### config.mk
export PLATFORM = sky130hd
export DESIGN_NAME = scope_top
export DESIGN_NICKNAME = d
export VERILOG_FILES = /design/src/design/scope_pkg.sv /design/src/design/scope_top.sv /design/src/design/capture_buffer.sv /design/src/design/sample_sequencer.sv /design/src/design/scope_regs.sv
export SDC_FILE = /design/constraint.sdc
export NUM_CORES = 2
export LEC_CHECK = 0
export ABC_AREA = 1
export BUFFER_PORTS_ARGS = -buffer_cell sky130_fd_sc_hd__clkbuf_2
export CAP_MARGIN = 0
export CORE_UTILIZATION = 47
export DETAILED_ROUTE_END_ITERATION = 16
export GPL_TIMING_DRIVEN = 0
export MAX_ROUTING_LAYER = met4
export PLACE_DENSITY_LB_ADDON = 0.15
export RECOVER_POWER = 100
export SLEW_MARGIN = 20
export SYNTH_ARGS = -nofsm -noshare
export SYNTH_HDL_FRONTEND = slang
export SYNTH_SLANG_ARGS = --single-unit
### constraint.sdc
create_clock -name clock -period 10.05 [get_ports clock]
set_input_delay 1.005 -clock clock [delete_from_list [all_inputs] [get_ports clock]]
set_output_delay 1.005 -clock clock [all_outputs]
set_load 0.1 [all_outputs]
### src/design/scope_pkg.sv
// Shared types and register map for the scope pattern source; the 12-bit APB address limits the buffer window to 960 entries
package scope_pkg;

    // APB requester side, driven by the bus master into the register block
    typedef struct packed {
        logic [11:0] paddr;
        logic        psel;
        logic        penable;
        logic        pwrite;
        logic [31:0] pwdata;
    } apb_req_t;

    // APB completer side; pslverr only means something while pready is high
    typedef struct packed {
        logic [31:0] prdata;
        logic        pready;
        logic        pslverr;
    } apb_rsp_t;

    // One beat of the sample stream; there is no ready, the sink always accepts
    typedef struct packed {
        logic        valid;
        logic        last;
        logic [7:0]  dest;
        logic [15:0] data;
    } sample_beat_t;

    // Sequencer states
    typedef enum logic [2:0] {
        seq_idle,
        seq_sample,
        seq_gap,
        seq_wait_done,
        seq_backoff
    } seq_state_e;

    // Register map, byte addresses
    localparam logic [11:0] ADDR_CTRL   = 12'h000;
    localparam logic [11:0] ADDR_LENGTH = 12'h004;
    localparam logic [11:0] ADDR_STATUS = 12'h008;

    // Buffer window, one 32-bit word per captured beat
    localparam logic [11:0] BUF_BASE    = 12'h100;

    // CTRL bit positions
    localparam int CTRL_ENABLE_BIT  = 0;
    localparam int CTRL_TRIGGER_BIT = 1;

    // Idle cycles between two samples of the same channel
    localparam int SAMPLE_GAP   = 6;

    // Data offset added per destination above DEST_START
    localparam int CHANNEL_STEP = 2000;

endpackage
### src/design/scope_top.sv
// Scope pattern source top level; the sample stream has no back-pressure and APB is the only control path
`timescale 1ns/1ns

module scope_top #(
    parameter int BACKOFF_DELAY = 128,
    parameter int OUTPUT_BIAS   = 0,
    parameter int DEST_START    = 1,
    parameter int N_DEST        = 4,
    parameter int BUFFER_DEPTH  = 64
) (
    input  logic                clock,
    input  logic                reset,
    input  scope_pkg::apb_req_t apb_req,
    output scope_pkg::apb_rsp_t apb_rsp,
    output logic                busy,
    output logic [15:0]         frame_count
);

    logic                            start;
    logic                            enable;
    logic [15:0]                     packet_length;
    logic                            frame_done;
    logic                            rd_en;
    logic [$clog2(BUFFER_DEPTH)-1:0] rd_addr;
    logic [31:0]                     rd_data;
    scope_pkg::sample_beat_t         beat;

    scope_regs #(
        .N_DEST       (N_DEST),
        .BUFFER_DEPTH (BUFFER_DEPTH)
    ) i_regs (
        .clock         (clock),
        .reset         (reset),
        .apb_req       (apb_req),
        .apb_rsp       (apb_rsp),
        .start         (start),
        .enable        (enable),
        .packet_length (packet_length),
        .busy          (busy),
        .frame_count   (frame_count),
        .rd_en         (rd_en),
        .rd_addr       (rd_addr),
        .rd_data       (rd_data)
    );

    sample_sequencer #(
        .BACKOFF_DELAY (BACKOFF_DELAY),
        .OUTPUT_BIAS   (OUTPUT_BIAS),
        .DEST_START    (DEST_START),
        .N_DEST        (N_DEST)
    ) i_sequencer (
        .clock         (clock),
        .reset         (reset),
        .start         (start),
        .enable        (enable),
        .packet_length (packet_length),
        .frame_done    (frame_done),
        .beat          (beat),
        .busy          (busy)
    );

    capture_buffer #(
        .BUFFER_DEPTH (BUFFER_DEPTH)
    ) i_buffer (
        .clock       (clock),
        .reset       (reset),
        .beat        (beat),
        .frame_done  (frame_done),
        .frame_count (frame_count),
        .rd_en       (rd_en),
        .rd_addr     (rd_addr),
        .rd_data     (rd_data)
    );

endmodule

### src/design/capture_buffer.sv
// Capture memory standing in for the DMA target; a frame longer than BUFFER_DEPTH wraps and overwrites its own start
`timescale 1ns/1ns

module capture_buffer #(
    parameter int BUFFER_DEPTH = 64
) (
    input  logic                            clock,
    input  logic                            reset,
    input  scope_pkg::sample_beat_t         beat,
    output logic                            frame_done,
    output logic [15:0]                     frame_count,
    input  logic                            rd_en,
    input  logic [$clog2(BUFFER_DEPTH)-1:0] rd_addr,
    output logic [31:0]                     rd_data
);

    localparam int ADDR_W = $clog2(BUFFER_DEPTH);
    localparam logic [ADDR_W-1:0] LAST_ADDR = ADDR_W'(BUFFER_DEPTH - 1);

    // Entries are kept in the layout of the APB window
    logic [31:0]       mem [BUFFER_DEPTH];
    logic [ADDR_W-1:0] wr_ptr;

    always_ff @(posedge clock) begin
        if (beat.valid) begin
            mem[wr_ptr] <= {beat.dest, 7'd0, beat.last, beat.data};
        end
        if (rd_en) begin
            rd_data <= mem[rd_addr];
        end
    end

    always_ff @(posedge clock) begin
        if (!reset) begin
            wr_ptr      <= '0;
            frame_done  <= 1'b0;
            frame_count <= 16'd0;
        end else begin
            frame_done <= 1'b0;
            if (beat.valid) begin
                if (beat.last) begin
                    // Frame complete, so the next one lands at entry 0
                    wr_ptr      <= '0;
                    frame_done  <= 1'b1;
                    frame_count <= frame_count + 16'd1;
                end else if (wr_ptr == LAST_ADDR) begin
                    wr_ptr <= '0;
                end else begin
                    wr_ptr <= wr_ptr + 1'b1;
                end
            end
        end
    end

endmodule

### src/design/sample_sequencer.sv
// Synthetic frame generator; packet_length must be at least 1, N_DEST fits 8-bit dest, BACKOFF_DELAY is 1 to 65536
`timescale 1ns/1ns

module sample_sequencer #(
    parameter int BACKOFF_DELAY = 128,
    parameter int OUTPUT_BIAS   = 0,
    parameter int DEST_START    = 1,
    parameter int N_DEST        = 4
) (
    input  logic                    clock,
    input  logic                    reset,
    input  logic                    start,
    input  logic                    enable,
    input  logic [15:0]             packet_length,
    input  logic                    frame_done,
    output scope_pkg::sample_beat_t beat,
    output logic                    busy
);

    localparam logic [7:0]  FIRST_DEST = 8'(DEST_START);
    localparam logic [7:0]  FINAL_DEST = 8'(DEST_START + N_DEST - 1);
    localparam logic [15:0] GAP_LOAD   = 16'(scope_pkg::SAMPLE_GAP - 1);
    localparam logic [15:0] BACKOFF_LOAD = 16'(BACKOFF_DELAY - 1);

    scope_pkg::seq_state_e state;

    logic [15:0] frame_length;
    logic [15:0] sample_index;
    logic [7:0]  dest_count;
    logic [15:0] delay_count;
    logic        last_index;
    logic        last_dest;
    logic        emit;

    // The length is taken while idle and then held for the whole frame
    always_ff @(posedge clock) begin
        if (state == scope_pkg::seq_idle) begin
            frame_length <= packet_length;
        end
    end

    assign last_index = sample_index == frame_length - 16'd1;
    assign last_dest  = dest_count == FINAL_DEST;

    always_ff @(posedge clock) begin
        if (!reset) begin
            state        <= scope_pkg::seq_idle;
            sample_index <= 16'd0;
            dest_count   <= FIRST_DEST;
            delay_count  <= 16'd0;
        end else begin
            case (state)
                scope_pkg::seq_idle: begin
                    if (start || enable) begin
                        sample_index <= 16'd0;
                        dest_count   <= FIRST_DEST;
                        // One lead-in cycle in the gap state puts the first beat 2 cycles out
                        delay_count  <= 16'd0;
                        state        <= scope_pkg::seq_gap;
                    end
                end
                scope_pkg::seq_sample: begin
                    if (!last_index) begin
                        sample_index <= sample_index + 16'd1;
                        delay_count  <= GAP_LOAD;
                        state        <= scope_pkg::seq_gap;
                    end else if (!last_dest) begin
                        // Next channel starts right away, no gap
                        sample_index <= 16'd0;
                        dest_count   <= dest_count + 8'd1;
                    end else begin
                        sample_index <= 16'd0;
                        dest_count   <= FIRST_DEST;
                        state        <= scope_pkg::seq_wait_done;
                    end
                end
                scope_pkg::seq_gap: begin
                    if (delay_count == 16'd0) begin
                        state <= scope_pkg::seq_sample;
                    end else begin
                        delay_count <= delay_count - 16'd1;
                    end
                end
                scope_pkg::seq_wait_done: begin
                    if (frame_done) begin
                        delay_count <= BACKOFF_LOAD;
                        state       <= scope_pkg::seq_backoff;
                    end
                end
                scope_pkg::seq_backoff: begin
                    if (delay_count == 16'd0) begin
                        state <= scope_pkg::seq_idle;
                    end else begin
                        delay_count <= delay_count - 16'd1;
                    end
                end
                default: begin
                    state <= scope_pkg::seq_idle;
                end
            endcase
        end
    end

    // A beat goes out in every cycle spent in seq_sample
    assign emit = state == scope_pkg::seq_sample;

    always_comb begin
        beat.valid = emit;
        beat.last  = emit && last_index && last_dest;
        beat.dest  = dest_count;
        beat.data  = 16'(OUTPUT_BIAS + int'(sample_index) +
                         scope_pkg::CHANNEL_STEP * (int'(dest_count) - DEST_START));
    end

    assign busy = state != scope_pkg::seq_idle;

endmodule

### src/design/scope_regs.sv
// APB control block; register accesses have no wait state, buffer reads exactly one, and BUFFER_DEPTH must be 2 to 960
`timescale 1ns/1ns

module scope_regs #(
    parameter int N_DEST       = 4,
    parameter int BUFFER_DEPTH = 64
) (
    input  logic                            clock,
    input  logic                            reset,
    input  scope_pkg::apb_req_t             apb_req,
    output scope_pkg::apb_rsp_t             apb_rsp,
    output logic                            start,
    output logic                            enable,
    output logic [15:0]                     packet_length,
    input  logic                            busy,
    input  logic [15:0]                     frame_count,
    output logic                            rd_en,
    output logic [$clog2(BUFFER_DEPTH)-1:0] rd_addr,
    input  logic [31:0]                     rd_data
);

    localparam int ADDR_W = $clog2(BUFFER_DEPTH);
    localparam int BUF_END = int'(scope_pkg::BUF_BASE) + 4 * BUFFER_DEPTH;
    // A whole frame of N_DEST packets has to fit in the capture buffer
    localparam logic [31:0] MAX_LENGTH = 32'(BUFFER_DEPTH / N_DEST);

    logic        access;
    logic        is_ctrl;
    logic        is_length;
    logic        is_status;
    logic        is_buf;
    logic        buf_read;
    logic        bad_length;
    logic        error;
    logic        pready;
    logic        wr_ok;
    logic        buf_pending;
    logic [11:0] buf_offset;

    assign access    = apb_req.psel && apb_req.penable;
    assign is_ctrl   = apb_req.paddr == scope_pkg::ADDR_CTRL;
    assign is_length = apb_req.paddr == scope_pkg::ADDR_LENGTH;
    assign is_status = apb_req.paddr == scope_pkg::ADDR_STATUS;

    // Word aligned addresses inside the window only
    assign is_buf = int'(apb_req.paddr) >= int'(scope_pkg::BUF_BASE) &&
                    int'(apb_req.paddr) < BUF_END &&
                    apb_req.paddr[1:0] == 2'b00;

    assign buf_offset = apb_req.paddr - scope_pkg::BUF_BASE;
    assign rd_addr    = buf_offset[ADDR_W+1:2];
    assign buf_read   = is_buf && !apb_req.pwrite;
    assign bad_length = apb_req.pwdata == 32'd0 || apb_req.pwdata > MAX_LENGTH;

    always_comb begin
        error = !(is_ctrl || is_length || is_status || is_buf);
        // STATUS and the buffer window are read only
        if (apb_req.pwrite && (is_status || is_buf)) begin
            error = 1'b1;
        end
        if (apb_req.pwrite && is_length && bad_length) begin
            error = 1'b1;
        end
    end

    // The memory read is registered, so a buffer read waits one cycle for rd_data
    assign rd_en  = access && buf_read && !buf_pending;
    assign pready = access && (!buf_read || buf_pending);
    assign wr_ok  = pready && apb_req.pwrite && !error;

    always_ff @(posedge clock) begin
        if (!reset) begin
            enable        <= 1'b0;
            start         <= 1'b0;
            packet_length <= 16'd1;
            buf_pending   <= 1'b0;
        end else begin
            start       <= 1'b0;
            buf_pending <= rd_en;
            if (wr_ok && is_ctrl) begin
                enable <= apb_req.pwdata[scope_pkg::CTRL_ENABLE_BIT];
                // Trigger is not stored, it only fires the start pulse
                start  <= apb_req.pwdata[scope_pkg::CTRL_TRIGGER_BIT];
            end
            if (wr_ok && is_length) begin
                packet_length <= apb_req.pwdata[15:0];
            end
        end
    end

    always_comb begin
        apb_rsp.pready  = pready;
        apb_rsp.pslverr = pready && error;
        apb_rsp.prdata  = 32'd0;
        if (access && !apb_req.pwrite) begin
            if (is_ctrl) begin
                apb_rsp.prdata = {31'd0, enable};
            end else if (is_length) begin
                apb_rsp.prdata = {16'd0, packet_length};
            end else if (is_status) begin
                apb_rsp.prdata = {8'd0, frame_count, 7'd0, busy};
            end else if (is_buf) begin
                apb_rsp.prdata = rd_data;
            end
        end
    end

endmodule

==> flow_summary_export.csv <==
group,metric,value,unit
status,outcome,"finished with violations",
status,violations,"max-capacitance violations, max-slew violations",
timing,final_max_slew_viol_count,1667,
grt,grt_first_pass_wirelength,379,mm
final_layout,seqCellArea,0.0510,mm²
timing,fin_crit,8470,ps
floorplanning,dieArea,0.154,mm²
setup_path,path_buf_inv,6,
floorplanning,pin_count,100,
logic_synthesis,async_flop_share,0,
logic_synthesis,yosys_warnings,0,
setup_path,crit_fanout,37,
route,wirelength,277,mm
clocking,cts_buffers,180,
timing,worstMarginPinSlew,3590,ps
grt,grt_max_degree,71,
worst_hold_path,hp-class,"input port to flop",
floorplanning,core_area,0.150,mm²
final_layout,drive_above_1_share,0.0659,
route,ant_nets,0,
final_layout,fin_nets,6344,
final_layout,multi_input_area,0.0184,mm²
place,place_hpwl,197,mm
floorplanning,start_util,0.476,
timing,relSlewSlack,-1.40,
logic_synthesis,synth_cell_types,54,
setup_path,cp_slowest_cell,"dfxtp_1",
logic_synthesis,syn_nets,5949,
place,port_buffers,95,
final_layout,areaGrowthSynthToFinish,13.1,%
route,vias,53100,
floorplanning,die_height,392,µm
clocking,cts_sinks,1726,
logic_synthesis,yosysSeqAreaShare,0.712,
clocking,cts_tree,"built",
setup_path,critical_path_class,"flop to flop",
setup_path,max_stage_delay,1640,ps
clocking,postCtsSetupBuffers,0,
place,place_inst,8062,
power_and_ir_drop,p_per_area,388,mW/mm²
grt,grt_overflow,0,
grt,globalRouteMet1Util,0.497,
clocking,clockBufferDepth,3,
place,gp_congestion,1.04,
logic_synthesis,synth_area,0.0716,mm²
floorplanning,die_w,392,µm
grt,grt_pass1_vias,48600,
timing,period_share,0.843,
logic_synthesis,synth_flop_cell,"edfxtp_1",
clocking,clock-root-buffer,"clkbuf_16",
timing,setup_viol_count_final,0,
logic_synthesis,synth_top_area_share,0.688,
place,place_area,0.0781,mm²
final_layout,fin_cells,8417,
grt,grt_usage,0.368,
timing,fin_skew,30.4,ps
logic_synthesis,ys_ff_latch,1726,
logic_synthesis,synth_area_per_cell,12.3,µm²
route,wl_per_cell,33.0,µm
setup_path,start_kind,"flop",
clocking,insertion_delay,840,ps
power_and_ir_drop,ir_worst_vdd,0.873,mV
setup_path,path_delay_family,"adder cells",
logic_synthesis,synth_area_leaders,"edfxtp_1 (69%), nand3_1 (5.0%), nand2_1 (4.8%)",
logic_synthesis,synth_edf_count,1641,
setup_path,arrival,8980,ps
clocking,htreeDepth,4,
timing,max_freq,118,MHz
grt,top_usage_layer,"met2",
setup_path,path_cells,"inv_1 -> ha_1 -> nand3_1 -> xor2_2 -> fa_1 -> ha_1 -> inv_1 -> fa_1 -> fa_1 -> inv_1 -> ha_1 -> xnor2_1 -> ha_1 -> xnor2_1 -> clkbuf_1 -> clkbuf_1 -> clkbuf_1",
clocking,clkSlewWorstSetupHoldPaths,60,ps
setup_path,crit_path_end_kind,"flop",
setup_path,required,10550,ps
setup_path,crit_top_cell,"ha_1",
clocking,hold_buffers,0,
logic_synthesis,syn_inst,5834,
final_layout,postLayoutCellArea,0.0810,mm²
grt,grtUsageMet2,0.527,
timing,grt_setup_unrepaired,"no",
power_and_ir_drop,p_total,31.4,mW
route,drc,0,
route,initialDrtViolationCount,8253,
timing,hold_violations,0,
grt,use_met3,0.101,
power_and_ir_drop,leakage,26.1,nW
grt,grt_antenna_before_repair,28,
route,viasPerCell,6.31,
floorplanning,rows,142,
flow_run,maxCapViolCount,82,
route,drt-pass1-iter-count,7,
logic_synthesis,yosysTopAreaCell,"edfxtp_1",
final_layout,fillers,13000,
clocking,ctsResizeCount,0,
==> cell families after synthesis <==
group                      Yosys count  share of synthesized area
and+or+nand+nor                   2385                      0.144
DFF                               1726                      0.712
AOI/OAI and AO/OA                 1026                     0.0907
buffers and inverters              560                     0.0310
xor gates and xnor gates            71                    0.00879
adders and majority gates           66                     0.0137
==> cell usage in the layout, fill, tap and decap left out, types with 8 or more instances in the layout <==
master | netlist | final
a21oi_1 | 137 | 137
a31oi_1 | 8 | 8
buf_1 | 16 | 14
buf_16 | 0 | 8
buf_2 | 61 | 57
bufinv_16 | 0 | 14
clkbuf_1 | 282 | 484
clkbuf_16 | 0 | 182
clkbuf_2 | 0 | 51
clkinv_1 | 4 | 43
clkinv_2 | 0 | 19
clkinvlp_4 | 0 | 8
dfxtp_1 | 85 | 85
diode_2 | 0 | 28
edfxtp_1 | 1641 | 1641
fa_1 | 21 | 21
ha_1 | 45 | 45
inv_1 | 179 | 183
inv_6 | 1 | 8
nand2_1 | 908 | 910
nand3_1 | 719 | 722
nand4_1 | 25 | 26
nor2_1 | 635 | 637
nor2_4 | 10 | 10
nor3_1 | 17 | 18
nor4_1 | 14 | 14
o2111ai_1 | 169 | 169
o211ai_1 | 266 | 266
o21ai_0 | 428 | 428
or2_2 | 11 | 11
xnor2_1 | 23 | 23
xor2_1 | 47 | 44
==> sequential cells by signal, summed over array words and instances, names as in the netlist, 3 cells and up <==
| name | cells |
|---|---|
| i_buffer.frame_count | 16 |
| i_buffer.wr_ptr | 6 |
| i_buffer.rd_data | 25 |
| i_sequencer.delay_count | 16 |
| i_buffer.mem | 1600 |
| i_sequencer.sample_index | 16 |
| i_regs.packet_length | 16 |
| i_sequencer.frame_length | 16 |
| i_sequencer.state | 3 |
| i_sequencer.dest_count | 8 |
==> layout make-up <==
cell class                 count  area share
antenna                       28    0.000865
buffer                       365      0.0182
clock buffer                 231      0.0585
clock inverter                95      0.0111
inverter                     195     0.00910
multi-input combinational   3548       0.227
sequential                  1726       0.630
tap                         2016      0.0312
timing repair buffer         213      0.0142
==> final timing paths <==
check                            start                 endpoint  slack [ps]  cells past startpoint
min reg2reg    i_regs.packet_length[5]  i_regs.packet_length[5]         460                      2
min                         apb_req[1]             i_regs.start         430                      3
max reg2reg  i_sequencer.dest_count[1]     i_buffer.mem[32][10]        1580                     17
max          i_sequencer.dest_count[1]     i_buffer.mem[32][10]        1580                     17
==> synth_stat cells, types with 4 or more instances <==
library cell / count
clkinv_1: 4
xor2_1: 47
nand3_2: 7
nor2_2: 7
xnor2_1: 23
nand2_2: 6
o211ai_1: 266
nand2_1: 908
o21ai_0: 428
buf_2: 61
nand4_1: 25
nor2_1: 635
ha_1: 45
fa_1: 21
inv_2: 11
dfxtp_1: 85
a31oi_1: 8
buf_1: 16
nor4_1: 14
nand3_1: 719
nor3_1: 17
nand3b_1: 6
inv_1: 179
a21oi_1: 137
a22o_1: 4
buf_4: 4
edfxtp_1: 1641
or2_2: 11
nand2_4: 5
nor3b_1: 5
clkbuf_1: 282
nor2_4: 10
o2111ai_1: 169
==> stage by stage <==
stage / TNS (ps) / worst slack [ps] / hold WS, ps / utilization
after global placement: -1920370 / -4730 / 447 / 0.496
after global routing: 0 / 1250 / 442 / 0.538
after floorplan: 0 / 1970 / 428 / -
after CTS: 0 / 2830 / 393 / 0.556
final: 0 / 1580 / 428 / 0.538
after detailed placement: 0 / 2850 / 454 / 0.519
==> layer usage <==
layer	wire length, µm	up-vias
li1	-	22200
met1	107000	26500
met2	120000	3666
met3	36400	682
met4	13500	0
met5	0	-
==> worst register-to-register path, stage by stage (launching register included) <==
cell	delay [ps]
dfxtp_1	1640
inv_1	310
ha_1	340
nand3_1	230
xor2_2	350
fa_1	460
ha_1	300
inv_1	70
fa_1	420
fa_1	490
inv_1	50
ha_1	330
xnor2_1	240
ha_1	330
xnor2_1	580
clkbuf_1	620
clkbuf_1	710
clkbuf_1	680
==> report_power, final <==
group,internal [mW],switching (mW),total [mW]
clock,3.69,2.86,6.55
combinational,2.91,9.28,12.2
sequential,12.5,0.162,12.6
Note: power is estimated with default switching activity, not from simulation.
